### src/design/mldsa_params_pkg.sv
// ML-DSA constants for the norm check; q fits in 24 bits, memory packs four coefficients per word
`default_nettype none

package mldsa_params_pkg;

    // Coefficient width, enough for any value in [0, q)
    localparam int unsigned coeff_width = 24;

    // Prime modulus
    localparam logic [coeff_width-1:0] mldsa_q = 24'd8380417;

    // Coefficients per polynomial
    localparam int unsigned mldsa_n = 256;

    // Vector lengths for the s1/z side and the s2/t0 side
    localparam int unsigned mldsa_l = 7;
    localparam int unsigned mldsa_k = 8;

    // Memory word layout, lane 0 in the low bits
    localparam int unsigned coeffs_per_word = 4;
    localparam int unsigned mem_data_width = coeff_width * coeffs_per_word;

    // Memory geometry
    localparam int unsigned mem_addr_width = 10;
    localparam int unsigned mem_depth = 1024;

endpackage

`default_nettype wire

### src/design/norm_check_defines_pkg.sv
// Norm-check modes, FSM states, read command codes and bounds; bounds are for the ML-DSA-87 set
`default_nettype none

package norm_check_defines_pkg;

    // Which bound to test, also sets the vector length
    typedef enum logic [1:0] {
        z_bound   = 2'd0,
        r0_bound  = 2'd1,
        ct0_bound = 2'd2
    } chk_norm_mode_t;

    // Read sweep FSM
    typedef enum logic [1:0] {
        chk_idle   = 2'd0,
        chk_rd_mem = 2'd1,
        chk_done   = 2'd2
    } chk_read_state_e;

    // Memory read port command
    typedef enum logic [1:0] {
        rw_idle = 2'd0,
        rw_read = 2'd1
    } rw_cmd_e;

    // gamma1 - beta
    localparam int unsigned z_bound_limit = 524168;

    // gamma2 - beta
    localparam int unsigned r0_bound_limit = 261768;

    // gamma2
    localparam int unsigned ct0_bound_limit = 261888;

    // 256 coefficients over four lanes
    localparam int unsigned words_per_poly = 64;

endpackage

`default_nettype wire

### src/design/norm_check_ctrl.sv
// Read sweep for one vector; assumes it sits in one contiguous range and mode and base stay stable
`timescale 1ns/10ps
`default_nettype none

module norm_check_ctrl
    import mldsa_params_pkg::*;
    import norm_check_defines_pkg::*;
(
    input  logic                      clk,
    input  logic                      reset_n,
    input  logic                      zeroize,

    input  logic                      norm_check_enable,
    input  chk_norm_mode_t            mode,
    input  logic [mem_addr_width-1:0] mem_base_addr,

    output rw_cmd_e                   mem_rd_cmd,
    output logic [mem_addr_width-1:0] mem_rd_addr,
    output logic                      check_enable,
    output logic                      ctrl_done
);

    chk_read_state_e state_ps;
    chk_read_state_e state_ns;

    // Word offset from the base address
    logic [mem_addr_width-1:0] rd_offset;
    logic [mem_addr_width-1:0] last_offset;
    logic [3:0]                num_poly;

    logic incr_offset;
    logic last_word;

    // Polynomial count per mode
    always_comb begin
        case (mode)
            z_bound:   num_poly = 4'(mldsa_l);
            r0_bound:  num_poly = 4'(mldsa_k);
            ct0_bound: num_poly = 4'(mldsa_k);
            default:   num_poly = 4'(mldsa_k);
        endcase
    end

    // Offset of the last word of the last polynomial
    assign last_offset = mem_addr_width'(num_poly * words_per_poly - 1);
    assign last_word   = (rd_offset == last_offset);

    // Offset counter, wraps to zero after the final read
    always_ff @(posedge clk or negedge reset_n) begin
        if (!reset_n) begin
            rd_offset <= '0;
        end else if (zeroize) begin
            rd_offset <= '0;
        end else if (incr_offset) begin
            rd_offset <= last_word ? '0 : rd_offset + 1'b1;
        end
    end

    // State register
    always_ff @(posedge clk or negedge reset_n) begin
        if (!reset_n) begin
            state_ps <= chk_idle;
        end else if (zeroize) begin
            state_ps <= chk_idle;
        end else begin
            state_ps <= state_ns;
        end
    end

    // Next state, start is ignored unless idle
    always_comb begin
        state_ns    = state_ps;
        incr_offset = 1'b0;
        case (state_ps)
            chk_idle: begin
                if (norm_check_enable) begin
                    state_ns = chk_rd_mem;
                end
            end
            chk_rd_mem: begin
                incr_offset = 1'b1;
                if (last_word) begin
                    state_ns = chk_done;
                end
            end
            chk_done: begin
                state_ns = chk_idle;
            end
            default: begin
                state_ns = chk_idle;
            end
        endcase
    end

    // One read per cycle while sweeping
    assign mem_rd_cmd  = (state_ps == chk_rd_mem) ? rw_read : rw_idle;
    assign mem_rd_addr = mem_base_addr + rd_offset;

    // Checker framing
    assign check_enable = (state_ps == chk_rd_mem);
    // Same cycle as the last read data
    assign ctrl_done    = (state_ps == chk_done);

endmodule

`default_nettype wire

### config.mk
export PLATFORM = sky130hd
export DESIGN_NAME = norm_check_ctrl
export DESIGN_NICKNAME = d
export VERILOG_FILES = /design/src/design/mldsa_params_pkg.sv /design/src/design/norm_check_defines_pkg.sv /design/src/design/norm_check_ctrl.sv
export SDC_FILE = /design/constraint.sdc
export NUM_CORES = 1
export LEC_CHECK = 0
export ABC_AREA = 1
export BUFFER_PORTS_ARGS = -buffer_cell sky130_fd_sc_hd__buf_2
export CORE_MARGIN = 4
export CORE_UTILIZATION = 40
export CTS_CLUSTER_DIAMETER = 120
export DETAILED_ROUTE_END_ITERATION = 8
export SLEW_MARGIN = 5
export SYNTH_ARGS = -nofsm -noshare
export SYNTH_HDL_FRONTEND = slang
export SYNTH_SLANG_ARGS = --single-unit
### constraint.sdc
create_clock -name clk -period 3.2 [get_ports clk]
set_clock_uncertainty 0.05 [all_clocks]
set_input_delay 0.64 -clock clk [delete_from_list [all_inputs] [get_ports clk]]
set_output_delay 0.64 -clock clk [all_outputs]
set_load 0.01 [all_outputs]
==> impl_metrics.ini <==
[die]
core.rowCount = 19
initial_utilization = 0.417
fp.dieH_um = 61.6
die_area_um2 = 3800
io_pins = 30
fp.dieW_um = 61.6
coreArea_um2 = 2760

[sta]
period_minus_slack_ns = 2.68
fmax_mhz = 373
setup_tns_ns = 0
report.final.slew_viol_count = 0
post-route-period-util = 0.838
finalHoldViolations = 0
rsz0062_at_grt = no
setup_viol_count_final = 0

[clocking]
insertion_delay_ns = 0.27
htree_levels = 1
cts_repair_resize_count = 0
cts_tree = built
cts_sinks = 12
cts_setup_buffers = 0
hold_buffers = 0
clockRootBuffer = clkbuf_4
cts_made_buffers = 3
clk_pin_slew_ns = 0.08
cts_buffer_depth = 2

[setup_path]
start_kind = flip-flop
setup.worst_path.end_class = primary output
path_max_fanout = 6
r2r_start = rd_offset[0]
crit_path_start = rd_offset[0]
r2r-end = rd_offset[8]
cp.arrival_ns = 1.99
r2r_cells = 8
reg2reg_slack_ns = 1.64
path_class = reg -> out
worstPathRequired_ns = 2.51

[global_routing]
grt_pass1_vias = 1033
grt_use_met3 = 0.0252
overflow = 0
use_met2 = 0.275
grt_util_met1 = 0.187
grt_antenna_before_repair = 0
grt_max_degree = 13
grt_use_total = 0.155
top_usage_layer = met2
grt_first_pass_wirelength_um = 4370

[synth]
netlist_area_um2 = 1150
ys_ff_latch = 12
synthCells = 156
yosysSeqAreaShare = 0.261
synth.largest_area_cell = dfrtp_1
synth_fp_nets = 183
synth_area_leaders = dfrtp_1, ha_1, nand2_1
synth.top_cell.area_share = 0.261
netlist-cell-type-count = 28
avgSynthCellArea_um2 = 7.38
ys_warn_count = 0

[power_and_ir_drop]
p_per_area_nw_per_um2 = 377
combPwrFrac = 0.393
p_clk_frac = 0.237
vdd_ir_drop_max_mv = 0.308
switchingPower_uw = 193
p_leak_nw = 0.734
seq_power_share = 0.370
p_int_uw = 316
swShare = 0.379

[layout]
layout_commonest_cell = nand2_1
diodes = 0
layout_common_cells = nand2_1, buf_2, inv_1
areaGrowthSynthToFinish_pct = 17.4
fin_area_um2 = 1350
final_cells = 217
nFillCells = 272
drive_above_1_share = 0.231
fin_nets = 214

[drt]
wl_per_cell_um = 11.6
totalWireLength_um = 2530
vias_per_cell = 5.00
dr.pass1.iters = 4
drtAntennaViolNets = 0
drc_errors = 0
vias = 1085
drtIter0Drc = 48

[place]
gp_congestion = 0.837
place_hpwl_um = 2190
dpl_cell_area_um2 = 1320
port_buffers = 28
dp_cells = 213

[run_status]
status = completed

[worst_hold_path]
hold_path.class = in -> async

[job]
max_cap_viol_count = 0
==> power by group through the flow <==
stage               sequential (mW)  combinational [mW]  clock (mW)
global route                  0.192               0.225       0.133
finish                        0.188               0.200       0.121
detailed placement            0.192               0.204           0
floorplan                     0.186               0.146           0
global placement              0.190               0.200           0
CTS                           0.189               0.205       0.126
==> area by class of cell <==
class	instances	area, µm²	area share
Timing Repair Buffer	28	140	0.104
Clock buffer	4	36.3	0.0269
Multi-Input combinational cell	120	753	0.557
Tap cell	31	38.8	0.0287
Sequential cell	12	300	0.222
Inverter	22	82.6	0.0611
==> state kept, by name (all words and copies together), names as in the netlist <==
name / flops
state_ps: 2
rd_offset: 10
==> critical path: stages (launching register included) <==
cell     delay (ns)
dfrtp_1        0.45
ha_1           0.25
fa_1           0.41
nand3_1        0.10
nand2_1        0.09
nand4_1        0.13
nand2_1        0.07
nand2_1        0.05
nand2_1        0.04
buf_2          0.13
==> worst max-delay path by stage <==
stage	to	slack, ns	depth (start not counted)
final	mem_rd_addr[8]	0.52	9
after global routing	mem_rd_addr[9]	0.33	8
after CTS	mem_rd_addr[6]	0.49	8
after detailed placement	mem_rd_addr[6]	0.51	9
after global placement	mem_rd_addr[6]	0.53	9
after floorplan	mem_rd_addr[6]	0.75	7
==> per-stage QoR <==
step           power (mW)  hold slack, ns  utilization  worst slack, ns
2_1_floorplan       0.332           0.294            -            0.746
3_3_place_gp        0.390           0.487        0.477            0.535
6_report            0.509           0.186        0.490            0.519
5_1_grt             0.550           0.193        0.490            0.328
3_5_place_dp        0.396           0.485        0.477            0.513
4_1_cts             0.520           0.187        0.490            0.494
==> cells in the mapped netlist, drive strengths merged <==
master / number
inv: 22
fa: 1
conb: 1
o21bai: 2
buf: 2
xor2: 9
ha: 10
nand2: 36
dfrtp: 12
nor2: 16
o21ai: 8
a21oi: 9
nand4: 5
xnor2: 2
or2: 1
nor3: 1
nand3: 14
o22ai: 4
a21boi: 1
==> per-layer routing <==
metal  up-vias  wire, µm
li1        578         -
met1       474      1050
met2        29      1290
met3         4       156
met4         0        32
met5         -         0
==> logic make-up (layout without fill, tap and decap cells) <==
group,after synthesis,in the layout,share of synthesized area
flip-flops,12,12,0.261
buffers and inverters,24,54,0.0848
adder cells (fa/ha/maj),11,11,0.126
other,1,1,0.00326
AO/OA/AOI/OAI,24,24,0.115
AND/OR/NAND/NOR,73,73,0.326
XOR/XNOR,11,11,0.0837
Note: power is estimated with default switching activity, not from simulation.
