`src/design/mldsa_params_pkg.sv`:
```
// ML-DSA constants for the norm check; q fits in 24 bits, memory packs four coefficients per word
`default_nettype none

package mldsa_params_pkg;

    // Coefficient width, enough for any value in [0, q)
    localparam int unsigned coeff_width = 24;

    // Prime modulus
    localparam logic [coeff_width-1:0] mldsa_q = 24'd8380417;

    // Coefficients per polynomial
    localparam int unsigned mldsa_n = 256;

    // Vector lengths for the s1/z side and the s2/t0 side
    localparam int unsigned mldsa_l = 7;
    localparam int unsigned mldsa_k = 8;

    // Memory word layout, lane 0 in the low bits
    localparam int unsigned coeffs_per_word = 4;
    localparam int unsigned mem_data_width = coeff_width * coeffs_per_word;

    // Memory geometry
    localparam int unsigned mem_addr_width = 10;
    localparam int unsigned mem_depth = 1024;

endpackage

`default_nettype wire

```
`src/design/norm_check_defines_pkg.sv`:
```
// Norm-check modes, FSM states, read command codes and bounds; bounds are for the ML-DSA-87 set
`default_nettype none

package norm_check_defines_pkg;

    // Which bound to test, also sets the vector length
    typedef enum logic [1:0] {
        z_bound   = 2'd0,
        r0_bound  = 2'd1,
        ct0_bound = 2'd2
    } chk_norm_mode_t;

    // Read sweep FSM
    typedef enum logic [1:0] {
        chk_idle   = 2'd0,
        chk_rd_mem = 2'd1,
        chk_done   = 2'd2
    } chk_read_state_e;

    // Memory read port command
    typedef enum logic [1:0] {
        rw_idle = 2'd0,
        rw_read = 2'd1
    } rw_cmd_e;

    // gamma1 - beta
    localparam int unsigned z_bound_limit = 524168;

    // gamma2 - beta
    localparam int unsigned r0_bound_limit = 261768;

    // gamma2
    localparam int unsigned ct0_bound_limit = 261888;

    // 256 coefficients over four lanes
    localparam int unsigned words_per_poly = 64;

endpackage

`default_nettype wire

```
`src/design/norm_check_coeff_unit.sv`:
```
// Four-lane bound check; inputs must be reduced into [0, q), result lands one cycle after ctrl_done
`timescale 1ns/10ps
`default_nettype none

module norm_check_coeff_unit
    import mldsa_params_pkg::*;
    import norm_check_defines_pkg::*;
(
    input  logic                      clk,
    input  logic                      reset_n,
    input  logic                      zeroize,

    input  chk_norm_mode_t            mode,
    input  logic                      check_enable,
    input  logic                      ctrl_done,
    input  logic [mem_data_width-1:0] rd_data,

    output logic                      norm_check_done,
    output logic                      norm_check_invalid
);

    // Read data trails the command by one cycle
    logic data_valid;

    logic [coeff_width-1:0]     q_half;
    logic [coeff_width-1:0]     bound;
    logic [coeff_width-1:0]     lane_coeff [coeffs_per_word];
    logic [coeff_width-1:0]     lane_mag   [coeffs_per_word];
    logic [coeffs_per_word-1:0] lane_over;
    logic                       any_over;
    logic                       invalid_sticky;

    // (q-1)/2, above this a coefficient stands for a negative value
    assign q_half = (mldsa_q - 1'b1) >> 1;

    // Bound per mode
    always_comb begin
        case (mode)
            z_bound:   bound = coeff_width'(z_bound_limit);
            r0_bound:  bound = coeff_width'(r0_bound_limit);
            ct0_bound: bound = coeff_width'(ct0_bound_limit);
            default:   bound = coeff_width'(ct0_bound_limit);
        endcase
    end

    always_ff @(posedge clk or negedge reset_n) begin
        if (!reset_n) begin
            data_valid <= 1'b0;
        end else if (zeroize) begin
            data_valid <= 1'b0;
        end else begin
            data_valid <= check_enable;
        end
    end

    // Centred magnitude and compare, one per lane
    for (genvar i = 0; i < coeffs_per_word; i++) begin : g_lane
        assign lane_coeff[i] = rd_data[i*coeff_width +: coeff_width];
        assign lane_mag[i]   = (lane_coeff[i] > q_half) ? (mldsa_q - lane_coeff[i])
                                                        : lane_coeff[i];
        // At the bound counts as a violation
        assign lane_over[i]  = data_valid && (lane_mag[i] >= bound);
    end

    assign any_over = |lane_over;

    // Sticky flag, cleared once the result is taken
    always_ff @(posedge clk or negedge reset_n) begin
        if (!reset_n) begin
            invalid_sticky <= 1'b0;
        end else if (zeroize) begin
            invalid_sticky <= 1'b0;
        end else if (ctrl_done) begin
            invalid_sticky <= 1'b0;
        end else if (any_over) begin
            invalid_sticky <= 1'b1;
        end
    end

    // Result register, final word folded in on ctrl_done
    always_ff @(posedge clk or negedge reset_n) begin
        if (!reset_n) begin
            norm_check_done    <= 1'b0;
            norm_check_invalid <= 1'b0;
        end else if (zeroize) begin
            norm_check_done    <= 1'b0;
            norm_check_invalid <= 1'b0;
        end else begin
            norm_check_done <= ctrl_done;
            if (ctrl_done) begin
                norm_check_invalid <= invalid_sticky | any_over;
            end
        end
    end

endmodule

`default_nettype wire

```
`config.mk`:
```
export PLATFORM = sky130hd
export DESIGN_NAME = norm_check_coeff_unit
export DESIGN_NICKNAME = d
export VERILOG_FILES = /design/src/design/mldsa_params_pkg.sv /design/src/design/norm_check_defines_pkg.sv /design/src/design/norm_check_coeff_unit.sv
export SDC_FILE = /design/constraint.sdc
export NUM_CORES = 1
export LEC_CHECK = 0
export BUFFER_PORTS_ARGS = -buffer_cell sky130_fd_sc_hd__buf_2
export CAP_MARGIN = 15
export CELL_PAD_IN_SITES_DETAIL_PLACEMENT = 1
export CELL_PAD_IN_SITES_GLOBAL_PLACEMENT = 1
export CORE_MARGIN = 2
export CORE_UTILIZATION = 39
export CTS_CLUSTER_SIZE = 25
export DETAILED_ROUTE_END_ITERATION = 7
export HOLD_SLACK_MARGIN = 0.12
export PLACE_DENSITY = 0.87
export REMOVE_ABC_BUFFERS = 1
export SETUP_SLACK_MARGIN = 0.3
export SYNTH_ARGS = -nofsm -noshare
export SYNTH_HDL_FRONTEND = slang
export SYNTH_SLANG_ARGS = --single-unit
```
`constraint.sdc`:
```
create_clock -name clk -period 3.08 [get_ports clk]
set_input_delay 0.154 -clock clk [delete_from_list [all_inputs] [get_ports clk]]
set_output_delay 0.154 -clock clk [all_outputs]
set_load 0.02 [all_outputs]
```
==> results by group, run 1 <==
Yosys
  – Synth Instances: 463
  – Syn. warnings: 0
  – Area contributors post-synth: ha_1 8.0%, nand4_1 4.8%, nor2_1 4.8%
  – Distinct cells, synth: 68
  – Yosys top cell by area: ha_1
  – Async SR Flop Fraction: 1.00
  – Yosys top cell area share: 0.0799
  – Mapped Area: 0.00313 mm²
  – Register area share after synthesis: 0.0319
  – Post-synth EDFFs: 0
  – Predominant post-synthesis flop cell: dfrtp_1
  – FF+latch count, synth: 4
  – Synthesized area per cell: 6.77 µm²

Floorplan
  – Initial Util: 0.403
  – Row count: 32
  – # IOs: 105
  – Die span in y: 93.6 µm
  – Die W: 93.6 µm

Clock tree
  – Post-CTS setup buffers: 5
  – # hold bufs at CTS: 1
  – Post-CTS sizing: 30
  – Max clock buf depth: 2
  – Htree depth: 1
  – CTS buffer count: 3
  – CTS root buf: clkbuf_8
  – Clock sink count: 4

Run status
  – Status: aborted with a tool error
  – Error msg: [ERROR DPL-0033] detailed placement checks failed during check placement.
  – Stop stage: clock tree synthesis

Placed design
  – Routability cong.: 1.00
  – Number of buffers added on ports: 104
  – Inst Count DP: 823
  – DP HPWL: 16.3 mm
  – Place WS: -1.52 ns
  – Area after DPL: 0.00498 mm²
-- synth_stat cells, types with 3 or more instances --
cell type and n:
o31ai_1 4, nor2b_1 7, ha_1 20, a2111oi_0 4, dfrtp_1 4, inv_1 16, nor3_2 4, xor2_1 17
o311ai_0 3, o32ai_1 3, nor3_1 25, nor4_4 3, nor4_1 15, nand3_1 21, nand2b_1 4, buf_2 6
a31oi_1 7, o2111ai_1 3, a21o_1 3, a21oi_1 26, xnor2_1 16, or2_2 6, nor2_1 40, o21ai_0 26
nor4b_1 9, or4_1 8, and3_1 5, or3_1 4, nand4_1 24, and2_1 5, a211oi_1 6, nor3b_1 6
o211ai_1 4, nand2_1 39, a32oi_1 3, clkbuf_1 6, o21a_1 7, o22ai_1 6, and4_1 6, a311oi_1 3
-- per-stage QoR --
step,util,TNS (ns)
3_5_place_dp,0.641,-2.87
2_1_floorplan,-,-1.79
3_3_place_gp,0.641,-1.83
-- logic make-up after synthesis --
| logic type | Yosys count | share of synthesized area |
|---|---|---|
| simple gates | 246 | 0.464 |
| flops | 4 | 0.0320 |
| buf+inv | 29 | 0.0371 |
| compound gates | 127 | 0.280 |
| fa+ha+maj | 20 | 0.0799 |
| mux | 4 | 0.0152 |
| xor+xnor | 33 | 0.0923 |
==> run 2: changes to the inputs <==
- CELL_PAD_IN_SITES_DETAIL_PLACEMENT: 1 -> not set
- CELL_PAD_IN_SITES_GLOBAL_PLACEMENT: 1 -> not set
- CORE_UTILIZATION: 39 -> 40
- CTS_CLUSTER_SIZE: 25 -> not set
- HOLD_SLACK_MARGIN: 0.12 -> not set
- PLACE_DENSITY: 0.87 -> not set
- PLACE_DENSITY_LB_ADDON: not set -> 0.15
- SETUP_SLACK_MARGIN: 0.3 -> not set
==> results by group, run 2 <==
Run status
  – Status: complete, but fails checks
  – Failing checks: setup timing

Power
  – Maximum VDD drop: 0.0000973 V
  – Total chip power: 0.762 mW
  – P_leak: 2.30 nW
  – PD cells: 144 mW/mm²

Yosys
  – Post-synthesis compound-gate area fraction: 0.280
  – Post-synth top cells: 40 x nor2_1, 39 x nand2_1, 26 x a21oi_1, 26 x o21ai_0, 25 x nor3_1
  – Mapped Area: 0.00313 mm²
  – FF+latch count, synth: 4
  – Post-synth EDFFs: 0
  – Simple-Gate Fraction of Synth Area: 0.464
  – Synthesized area per cell: 6.77 µm²
  – Yosys top cell by area: ha_1
  – Predominant post-synthesis flop cell: dfrtp_1
  – Largest family of logic cells by synthesized area: simple AND/OR/NAND/NOR gates
  – Async SR Flop Fraction: 1.00
  – Mux share of post-synthesis cell area: 0.0152
  – Syn. warnings: 0
  – Distinct cells, synth: 68
  – Synth Instances: 463
  – Register area share after synthesis: 0.0319
  – Most common cell in the netlist: nor2_1
  – Area contributors post-synth: ha_1 8.0%, nand4_1 4.8%, nor2_1 4.8%
  – Adder-cell share of the synthesized area: 0.0799
  – Synth Area in XOR/XNOR: 0.0923
  – Yosys top cell area share: 0.0799

Global routing
  – First-pass GRT wire length: 20.0 mm
  – GRT overflow: 0
  – Initial antenna violation count: 0
  – Vias in the first global route: 4,477
  – Total track usage: 0.279
  – Largest net degree at the start of global routing: 15

Finish
  – Cell area after layout: 0.00530 mm²
  – Antenna cells: 0
  – Number of fill cells: 665
  – Most frequent cells in the layout: 174 x buf_4, 101 x buf_2, 40 x nor2_1, 39 x nand2_1
  – Fin nets: 857
  – Share of cells above drive strength 1: 0.458
  – Area growth syn-to-layout: 69.0%
  – Commonest non-fill, non-tap cell in the layout: buf_4

Routing
  – Final wirelength: 12.6 mm
  – Post-route ant nets: 0
  – Via count: 4,883
  – DR vias/cell: 5.85
  – DRC: 0
  – WL/cell: 15.1 µm
  – Drt pass-1 iters: 6
  – 1st-iter DRT viols: 348

Floorplan
  – # IOs: 105
  – Die W: 92.5 µm
  – Initial Util: 0.410
  – Total die area: 0.00856 mm²
  – Row count: 32
  – Die span in y: 92.5 µm
  – Core area: 0.00765 mm²

Clock tree
  – Htree depth: 1
  – Max clock buf depth: 2
  – Latest clock arrival within the worst-skew pair: 0.22 ns
  – Clock slew at reported path FFs: 0.03 ns
  – CTS root buf: clkbuf_8
  – CTS buffer count: 3
  – Clock sink count: 4
  – CTS tree: done

Worst setup path
  – CP Max Fanout: 2
  – CP peak stage delay: 0.54 ns
  – Crit path DAT: 3.72 ns
  – R2R Setup Slk: 0.83 ns
  – Cell Chain, Critical Path: buf_2 > or4_4 > nor4_4 > o31a_4 > a21oi_2 > xor2_1 > ha_2 > or4_4 > a2111oi_4 > o21ai_1 > a211oi_2 > and4_1 > nand4_1 > or4_4 > o31ai_4 > a21oi_1
  – Most used cell, CP: or4_4
  – Required @ worst endpoint: 3.17 ns
  – CP Capture Type: flip-flop
  – Setup Crit Path Kind: primary input to flip-flop
  – Startpoint Class: primary input
  – Slowest-stage cell, CP: or4_4

STA
  – Max-slew violations: 0
  – Fmax: 275 MHz
  – Rel. slew slack: 0.332
  – Final Hold Viols: 0
  – Setup ws final: -0.554 ns
  – Worst Tran Pin Value: 0.988 ns
  – Clk_skew: 0.00675 ns
  – Endpoints failing setup: 2
  – Post-layout min period: 3.63 ns
  – Unrepaired setup endpoints after global routing: true
  – Final period util: 1.18

Placed design
  – Routability cong.: 0.989
  – Area after DPL: 0.00502 mm²
  – DP HPWL: 10.4 mm
  – Number of buffers added on ports: 104

Worst hold path
  – HP Class: primary input to flip-flop

Flow run
  – Max cap viols: 0
-- run 2: cell type report --
| type | count | area, µm² | share of cell area |
|---|---|---|---|
| tap | 102 | 128 | 0.0241 |
| timing repair buffer | 279 | 1860 | 0.350 |
| sequential | 4 | 100 | 0.0189 |
| multi-input combinational | 430 | 3110 | 0.586 |
| inverter | 16 | 65.1 | 0.0123 |
| clock buffer | 3 | 41.3 | 0.00780 |
-- run 2: timing repair --
| action | in CTS | in global routing |
|---|---|---|
| setup endpoints to repair | 2 | 2 |
| resized for setup | 19 | 25 |
| setup buffers | 0 | 2 |
| hold endpoints to repair | 4 | 0 |
| pin swaps | 12 | 18 |
| hold buffers | 1 | 0 |
-- run 2: cell families (layout without fill, tap and decap cells) --
| group | count (synthesis) | in the layout |
|---|---|---|
| buf+inv | 29 | 298 |
| xor+xnor | 33 | 33 |
| mux | 4 | 4 |
| flops | 4 | 4 |
| simple gates | 246 | 246 |
| fa+ha+maj | 20 | 20 |
| compound gates | 127 | 127 |
-- run 2: stage by stage --
stage                     TNS (ns)  hold slack [ns]  worst slack [ns]  cells   util
final                        -1.02            0.152            -0.554    834  0.692
after global routing         -1.33            0.154            -0.690    834  0.692
after CTS                    -1.38            0.156            -0.718    832  0.673
after detailed placement     -2.11          -0.0327             -1.10    828  0.656
after global placement       -1.78          -0.0334            -0.929    828  0.656
after floorplan              -1.79           -0.142            -0.930    450      -
-- run 2: report_power, final --
| part | internal, mW | total [mW] | switching, mW |
|---|---|---|---|
| sequential | 0.0553 | 0.0568 | 0.00147 |
| clock | 0.0835 | 0.113 | 0.0292 |
| combinational | 0.300 | 0.592 | 0.292 |
| total | 0.439 | 0.762 | 0.322 |
-- run 2: final timing paths --
kind	end	cells past startpoint	from
max	norm_check_invalid	16	rd_data[7]
min	norm_check_done	2	zeroize
max reg2reg	norm_check_invalid	8	invalid_sticky
min reg2reg	norm_check_invalid	2	norm_check_invalid
max in group asynchronous	data_valid	2	reset_n
min in group asynchronous	norm_check_done	2	reset_n
-- run 2: critical path: cells and delay by family --
kind,cells,cell delay [ns]
AO/OA/AOI/OAI,7,1.03
AND/OR/NAND/NOR,6,2.10
buffers and inverters,1,0.11
adder cells (fa/ha/maj),1,0.17
XOR/XNOR,1,0.15
-- run 2: metal layers --
metal  wire length [µm]  vias up  track usage
met1               5280     2262        0.356
met2               6390      215        0.518
met4                248        0       0.0609
met5                  0        -            0
li1                   -     2377            -
met3                696       29       0.0122
(Power assumes the default switching activity.)
